--- config.mk ---
export PLATFORM = sky130hd
export DESIGN_NAME = dcache_ctrl
export DESIGN_NICKNAME = d
export VERILOG_FILES = /design/src/source/dcache_pkg.sv /design/src/source/dcache_ctrl.sv
export SDC_FILE = /design/constraint.sdc
export NUM_CORES = 1
export LEC_CHECK = 0
export ABC_AREA = 1
export BUFFER_PORTS_ARGS = -buffer_cell sky130_fd_sc_hd__buf_2
export CORE_AREA = 3 3 427 429
export DETAILED_ROUTE_END_ITERATION = 16
export DIE_AREA = 0 0 430 432
export PLACE_DENSITY = 0.3
export SLEW_MARGIN = 20
export SYNTH_ARGS = -nofsm -noshare
export SYNTH_HDL_FRONTEND = slang
export SYNTH_SLANG_ARGS = --single-unit
--- constraint.sdc ---
create_clock -name clk -period 4.8 [get_ports clk]
set_input_delay 0.48 -clock clk [delete_from_list [all_inputs] [get_ports clk]]
set_output_delay 0.48 -clock clk [all_outputs]
set_load 0.03 [all_outputs]
--- src/source/dcache_pkg.sv ---
package dcache_pkg;

    // fixed geometry of 2 ways, 128 sets, 32-byte lines
    localparam int line_words = 8;
    localparam int num_sets   = 128;

    typedef logic [2:0]  offset_t;
    typedef logic [6:0]  index_t;
    typedef logic [19:0] tag_t;
    typedef logic [31:0] word_t;
    typedef logic [3:0]  strb_t;

    // word 0 sits at the low end of the line
    typedef word_t [line_words-1:0] line_t;

    // byte address split as tag | index | word offset | byte
    typedef struct packed {
        tag_t       tag;
        index_t     index;
        offset_t    offset;
        logic [1:0] byte_sel;
    } cache_addr_t;

    typedef struct packed {
        cache_addr_t addr;
        word_t       wdata;
        strb_t       wstrb;
        logic        write;
    } cpu_req_t;

    typedef struct packed {
        word_t rdata;
    } cpu_resp_t;

    // miss command from controller to memory port
    typedef struct packed {
        cache_addr_t victim_addr;
        cache_addr_t refill_addr;
        logic        writeback;
        logic        way;
        offset_t     offset;
    } mem_cmd_t;

    typedef struct packed {
        logic    way;
        offset_t offset;
        word_t   data;
    } fill_beat_t;

    typedef enum logic [1:0] {
        ctrl_idle,
        ctrl_lookup,
        ctrl_miss_wait,
        ctrl_refill
    } ctrl_state_e;

    typedef enum logic [2:0] {
        port_idle,
        port_wb_addr,
        port_wb_data,
        port_wb_resp,
        port_rd_addr,
        port_rd_data
    } port_state_e;

endpackage

--- src/source/dcache_ctrl.sv ---
`timescale 1ns/1ps

module dcache_ctrl (
    input  logic                  clk,
    input  logic                  rst_n,
    input  dcache_pkg::cpu_req_t  cpu_req,
    input  logic                  cpu_req_valid,
    output logic                  cpu_req_ready,
    output dcache_pkg::cpu_resp_t cpu_resp,
    output logic                  cpu_resp_valid,
    input  logic [1:0]            hit,
    input  logic                  hit_way,
    input  logic                  victim_way,
    input  logic                  victim_dirty,
    input  dcache_pkg::tag_t      victim_tag,
    input  dcache_pkg::line_t     line_way0,
    input  dcache_pkg::line_t     line_way1,
    output dcache_pkg::index_t    rd_index,
    output dcache_pkg::tag_t      cmp_tag,
    output dcache_pkg::index_t    cmp_index,
    output logic                  cpu_wr_valid,
    output logic                  cpu_wr_way,
    output dcache_pkg::offset_t   cpu_wr_offset,
    output dcache_pkg::word_t     cpu_wr_data,
    output dcache_pkg::strb_t     cpu_wr_strb,
    output logic                  update_valid,
    output logic                  update_way,
    output dcache_pkg::tag_t      update_tag,
    output logic                  set_dirty,
    output logic                  clear_dirty,
    output logic                  touch_valid,
    output logic                  touch_way,
    output dcache_pkg::line_t     victim_line,
    output dcache_pkg::mem_cmd_t  mem_cmd,
    output logic                  mem_cmd_valid,
    input  logic                  mem_cmd_ready,
    input  logic                  fill_done,
    input  dcache_pkg::word_t     fill_word
);
    import dcache_pkg::*;

    ctrl_state_e state_q;
    cpu_req_t    req_q;
    logic        way_q;
    logic        any_hit;
    line_t       hit_line;

    assign any_hit = |hit;

    always_ff @(posedge clk or negedge rst_n) begin
        if (!rst_n) begin
            state_q <= ctrl_idle;
            way_q   <= 1'b0;
        end else begin
            case (state_q)
                ctrl_idle: begin
                    if (cpu_req_valid) begin
                        state_q <= ctrl_lookup;
                    end
                end
                ctrl_lookup: begin
                    if (any_hit) begin
                        state_q <= ctrl_idle;
                    end else if (mem_cmd_ready) begin
                        // keep the victim way until the refill moves the lru bit
                        state_q <= ctrl_miss_wait;
                        way_q   <= victim_way;
                    end
                end
                ctrl_miss_wait: begin
                    if (fill_done) begin
                        state_q <= ctrl_refill;
                    end
                end
                ctrl_refill: state_q <= ctrl_idle;
                default:     state_q <= ctrl_idle;
            endcase
        end
    end

    always_ff @(posedge clk) begin
        if (cpu_req_valid && cpu_req_ready) begin
            req_q <= cpu_req;
        end
    end

    // RAM reads start on the accepting edge and then hold the request set
    assign cpu_req_ready = (state_q == ctrl_idle);
    assign rd_index      = cpu_req_ready ? cpu_req.addr.index : req_q.addr.index;
    assign cmp_tag       = req_q.addr.tag;
    assign cmp_index     = req_q.addr.index;

    assign hit_line    = hit_way ? line_way1 : line_way0;
    assign victim_line = victim_way ? line_way1 : line_way0;

    assign cpu_resp_valid = (state_q == ctrl_lookup && any_hit) || (state_q == ctrl_refill);
    assign cpu_resp.rdata = (state_q == ctrl_lookup) ? hit_line[req_q.addr.offset] : fill_word;

    // write data merge on hit or after the refill
    assign cpu_wr_valid  = req_q.write && cpu_resp_valid;
    assign cpu_wr_way    = (state_q == ctrl_lookup) ? hit_way : way_q;
    assign cpu_wr_offset = req_q.addr.offset;
    assign cpu_wr_data   = req_q.wdata;
    assign cpu_wr_strb   = req_q.wstrb;

    assign update_valid = (state_q == ctrl_refill);
    assign update_way   = way_q;
    assign update_tag   = req_q.addr.tag;
    assign touch_valid  = cpu_resp_valid;
    assign touch_way    = cpu_wr_way;
    assign set_dirty    = req_q.write;
    assign clear_dirty  = !req_q.write && (state_q == ctrl_refill);

    assign mem_cmd_valid = (state_q == ctrl_lookup) && !any_hit;
    assign mem_cmd.victim_addr = '{
        tag: victim_tag, index: req_q.addr.index, offset: '0, byte_sel: '0};
    assign mem_cmd.refill_addr = '{
        tag: req_q.addr.tag, index: req_q.addr.index, offset: '0, byte_sel: '0};
    assign mem_cmd.writeback = victim_dirty;
    assign mem_cmd.way       = victim_way;
    assign mem_cmd.offset    = req_q.addr.offset;

    // the memory port only finishes a refill that the controller waits for
    assert property (@(posedge clk) disable iff (!rst_n)
        fill_done |-> state_q == ctrl_miss_wait);

endmodule

==> results.cfg, run 1 <==
[floorplan]
num_rows = 155
dieArea_sq_um = 186000
die_h_um = 432
core_region_area_sq_um = 179000
die_w_um = 430
start_util_pct = 6.61
pin_count = 1104

[clock_tree]
hold_buffers = 1
cts_resized = 0
insertion_delay_ps = 360
cts_buffers = 9
clockBufferDepth = 2
htreeDepth = 3
postCtsSetupBuffers = 0
clk_pin_slew_worst_paths_ps = 70
ctsRootBufferMaster = clkbuf_16
clock-sinks = 70
cts_tree = built

[global_routing]
grt_pass1_vias = 17800
track_usage_pct = 15.0
overflow = 0
use_met2_pct = 24.4
use_met1_pct = 19.9
busiest_layer = met2
grt_first_pass_wirelength_um = 185000
antenna_found_initial = 73
grt_max_degree = 124
grt_use_met3_pct = 4.63

[power_and_ir_drop]
irDropWorstVdd_uv = 183
comb_power_share_pct = 71.8
pwr-share-seq_pct = 16.0
p_sw_share_pct = 62.7
p_leak_nw = 10.4
p_per_area_nw_per_um2 = 307
clockPowerShare_pct = 12.1
p_int_mw = 2.18
power.switching_mw = 3.66

[sta]
whs_ps = 290
maxSlewViolCount = 0
maxSlewHeadroom_pct = 33.9
grt_setup_unrepaired = false
tightest_slew_ps = 992
setup_tns_ps = 0
post-route-period-util_pct = 74.1
hold_violations = 0
period_needed_ps = 3560
fin_worst_skew_ps = 6.56
setup_viol = 0
max_freq_ghz = 0.281

[drt]
viasPerCell = 3.43
drt_iter0_markers = 1626
dr_total_vias = 18900
drt-pass1-iter-count = 7
drcViolationCount = 0
wl_per_cell_um = 26.8
wl_um = 148000
ant_nets = 0

[finish]
finalNonFillerCells = 5526
drive_above_1_share_pct = 35.2
final_net_count = 3790
fillCellCount = 21300
area_delta_synth_final_pct = 61.2

[outcome]
outcome = complete, no violations

[hold_path]
worst_hold_path.num_cells = 1
hp-class = input port to register

[synthesis]
synth_area_leaders = nand2_1 (50%), edfxtp_1 (17%), nand3_1 (16%)
ys_seq_area_share_pct = 17.7
synth_cell_type_count = 24
synth_warnings = 0
syn_inst = 2301
synth_top_area_cell = nand2_1
synth_top_area_share_pct = 49.7
syn_area_per_cell_sq_um = 5.13
ys_seq_elements = 70
syn_area_sq_um = 11800

[worst_setup_path]
cp.required_ps = 4320
crit_path_start_kind = register
worstSetupPathType = register to primary output
cp.arrival_ps = 3080
endpoint_kind = primary output
crit_fanout = 43
rr_worst_depth = 4

[job]
maxCapViolCount = 0

[place]
place_hpwl_um = 127000
gp_congestion = 0.903
dp.cells = 5490
portBuffers = 1049
-- cells in the final DEF (no fill, tap or decap), types with 2 or more instances in the layout --
cell type / Yosys / final
nand2_1: 1563 / 1563
buf_4: 105 / 25
clkbuf_16: 0 / 9
dfrtp_1: 3 / 3
buf_12: 1 / 10
clkinv_2: 0 / 2
diode_2: 0 / 19
nor2_4: 1 / 2
inv_1: 6 / 4
inv_6: 0 / 2
nand3_1: 384 / 384
nor2_1: 6 / 5
inv_2: 3 / 2
edfxtp_1: 67 / 67
clkinvlp_4: 0 / 2
buf_8: 1 / 2
buf_2: 54 / 1047
conb_1: 1 / 10
-- logic make-up (layout without fill, tap and decap cells) --
family                 count (synthesis)  count (layout)  share of synthesized area [%]
and+or+nand+nor                     1956            1956                           66.4
buffers and inverters                270            1112                           15.7
DFF                                   70              70                           17.7
AOI/OAI and AO/OA                      4               4                          0.201
other                                  1              29                         0.0318
-- per-layer routing --
metal	routed length (um)	part of all wire [%]
met1	64600	44
met4	2420	1.6
met3	13300	9.0
met2	67800	46
met5	149	0.10
-- critical path: stages, from the launching register on --
cell and delay (ps):
edfxtp_1 390, buf_4 360, buf_4 610, nand3_1 470
nand2_1 180, nand2_1 60, nand2_1 90, nand2_1 180
nand2_1 130, buf_2 200
-- cell usage after synthesis, drive strengths merged --
| cell type | n |
|---|---|
| nand2 | 1563 |
| nand3 | 384 |
| buf | 221 |
| edfxtp | 67 |
| clkbuf | 38 |
| inv | 10 |
| nor2 | 8 |
| dfrtp | 3 |
| o21ai | 2 |
| a31oi | 1 |
| clkinv | 1 |
| conb | 1 |
| nor3b | 1 |
| o31ai | 1 |
-- sequential cells by signal, summed over array words and instances (netlist names), named ones only --
| name | cells |
|---|---|
| cpu_wr_data | 32 |
| cmp_index | 7 |
| cpu_wr_strb | 4 |
| state_q | 1 |
| set_dirty | 1 |
| cpu_wr_offset | 3 |
| update_way | 1 |
| cmp_tag | 20 |
-- power by group through the flow --
stage	clock, mW	sequential [mW]	combinational, mW
detailed placement	0	0.941	4.26
CTS	0.729	0.931	4.27
floorplan	0	1.09	2.18
global placement	0	0.940	4.28
finish	0.708	0.936	4.19
global route	0.753	0.939	4.48
-- area by class of cell --
type	count	area [sq um]	area share, %
inverters	11	68.8	0.362
clock inverters	7	72.6	0.382
multi-input cells	1970	7910	41.6
flip-flops and latches	70	2090	11.0
repair buffers	1085	5670	29.8
clock buffers	9	225	1.18
well taps	2355	2950	15.5
diodes	19	47.5	0.250
-- path summary, 6_finish.rpt --
path	start	to	slack [ps]
worst max-delay path	cpu_wr_offset[1]	cpu_resp[19]	1240
worst min-delay path	cpu_req[53]	cmp_tag[4]	290
worst max register to register	register	cpu_wr_data[9]	1900
worst min register to register	update_way	update_way	530
max in group asynchronous	rst_n	update_way	4110
min in group asynchronous	rst_n	state_q[0]	570
-- metrics by stage --
| step | power [mW] | util (%) | setup WS (ps) | area [sq um] |
|---|---|---|---|---|
| floorplan | 3.27 | - | 326 | 11800 |
| global placement | 5.22 | 10.5 | 1420 | 18700 |
| CTS | 5.93 | 10.6 | 1110 | 19000 |
| finish | 5.83 | 10.6 | 1240 | 19000 |
| global route | 6.17 | 10.6 | 1060 | 19000 |
| detailed placement | 5.20 | 10.5 | 1460 | 18700 |
(Power assumes the default switching activity.)
==> inputs of run 2 (changes only) <==
==> constraint.sdc (replaced) <==
create_clock -name clk -period 3.5 [get_ports clk]
set_input_delay 0.35 -clock clk [delete_from_list [all_inputs] [get_ports clk]]
set_output_delay 0.35 -clock clk [all_outputs]
set_load 0.03 [all_outputs]
==> results.cfg, run 2 (synthesis results as in run 1) <==
[clock_tree]
htreeDepth = 3
clock-sinks = 70
cts_buffers = 9
insertion_delay_ps = 360
ctsRootBufferMaster = clkbuf_16
clockBufferDepth = 2
cts_tree = built
clk_pin_slew_worst_paths_ps = 70
cts_resized = 0

[power_and_ir_drop]
p_per_area_nw_per_um2 = 416
p_leak_nw = 10.6
irDropWorstVdd_uv = 225

[drt]
drcViolationCount = 0
wl_um = 152000
ant_nets = 0
drt-pass1-iter-count = 8
wl_per_cell_um = 27.3
dr_total_vias = 19200
viasPerCell = 3.44
drt_iter0_markers = 1985

[global_routing]
busiest_layer = met2
antenna_found_initial = 104
use_met2_pct = 25.3
grt_pass1_vias = 17800
use_met1_pct = 20.3
overflow = 0
grt_max_degree = 106
grt_use_met3_pct = 4.28
grt_first_pass_wirelength_um = 189000
track_usage_pct = 15.4

[sta]
post-route-period-util_pct = 92.6
fin_worst_skew_ps = 11.9
hold_violations = 0
setup_tns_ps = 0
maxSlewHeadroom_pct = 37.6
tightest_slew_ps = 936
max_freq_ghz = 0.309
maxSlewViolCount = 0
layout_setup_ws_ps = 259
setup_viol = 0
period_needed_ps = 3240
grt_setup_unrepaired = false
whs_ps = 162

[place]
dp.cells = 5513
place_hpwl_um = 132000
gp_congestion = 0.935
pre_cts_slack_ps = 564
portBuffers = 1049

[finish]
final_common_cell = nand2_1
largest_register_ffs = 32
final_cell_mix = nand2_1 (1563), buf_2 (1047), nand3_1 (384), edfxtp_1 (67), buf_4 (35)
finalNonFillerCells = 5566
drive_above_1_share_pct = 35.6
final_net_count = 3813
area_delta_synth_final_pct = 64.2

[floorplan]
die_w_um = 430
core_region_area_sq_um = 179000
start_util_pct = 6.61
dieArea_sq_um = 186000
pin_count = 1104
die_h_um = 432
num_rows = 155

[hold_path]
hp-class = input port to register

[worst_setup_path]
crit_fanout = 40
worstSetupPathType = register to primary output
cp.required_ps = 3150
cp.arrival_ps = 2890
crit_path_start_kind = register
endpoint_kind = primary output

[outcome]
outcome = complete, no violations

[job]
maxCapViolCount = 0
## run 2: cell count changes in the layout (fill, tap and decap cells not counted), sizes merged
cell | previous run | this run
inv | 10 | 9
bufinv | 1 | 0
clkinv | 5 | 4
clkbuf | 9 | 11
diode | 19 | 36
buf | 1084 | 1107
clkinvlp | 2 | 3
## run 2: cell type report
type / instances / area (sq um)
clock inverters: 5 / 36.3
clock buffers: 11 / 233
diodes: 36 / 90.1
fillers: 21300 / 159000
inverters: 11 / 67.6
well taps: 2355 / 2950
flip-flops and latches: 70 / 2090
repair buffers: 1108 / 6000
multi-input cells: 1970 / 7910
## run 2: repair_timing
action,4_1_cts,5_1_grt
hold buffers,1,0
setup endpoints to repair,0,0
buffers inserted,0,0
hold endpoints to repair,3,0
## run 2: critical path, stage by stage, from the launching register on
cell and delay (ps):
edfxtp_1 470, inv_6 490, buf_4 360, nand3_1 160, nand3_1 260, nand2_1 80
nand2_1 70, nand2_1 50, nand2_1 160, nand2_1 80, buf_2 180
## run 2: report_power, final
| group | switching [mW] | leakage (nW) | internal (mW) |
|---|---|---|---|
| Sequential | 0.167 | 0.672 | 1.12 |
| Clock | 0.421 | 0.122 | 0.483 |
| Combinational | 4.47 | 9.77 | 1.40 |
| Total | 5.06 | 10.6 | 3.00 |
## run 2: path summary, 6_finish.rpt
path,cells past startpoint,startpoint,to,slack [ps]
min in group asynchronous,2,rst_n,update_way,470
worst max register to register,5,register,cmp_tag[8],1380
worst min register to register,3,state_q[0],register,630
worst max-delay path,10,cpu_wr_offset[0],cpu_resp[20],260
max in group asynchronous,2,rst_n,async pin,2920
worst min-delay path,1,cpu_req[41],cpu_wr_offset[2],160
## run 2: per-stage QoR
| stage | util, % | area [sq um] | power (mW) |
|---|---|---|---|
| 2_1_floorplan | - | 11800 | 4.48 |
| 3_3_place_gp | 10.6 | 19000 | 7.26 |
| 3_5_place_dp | 10.6 | 19000 | 7.23 |
| 4_1_cts | 10.8 | 19300 | 8.16 |
| 5_1_grt | 10.8 | 19300 | 8.50 |
| 6_report | 10.8 | 19400 | 8.06 |
## run 2: metal layers
metal  part of all wire [%]  up-vias
met4                    1.9       20
li1                       -     8878
met2                     46     1037
met1                     43     9065
met3                    8.8      168
met5                  0.075        -
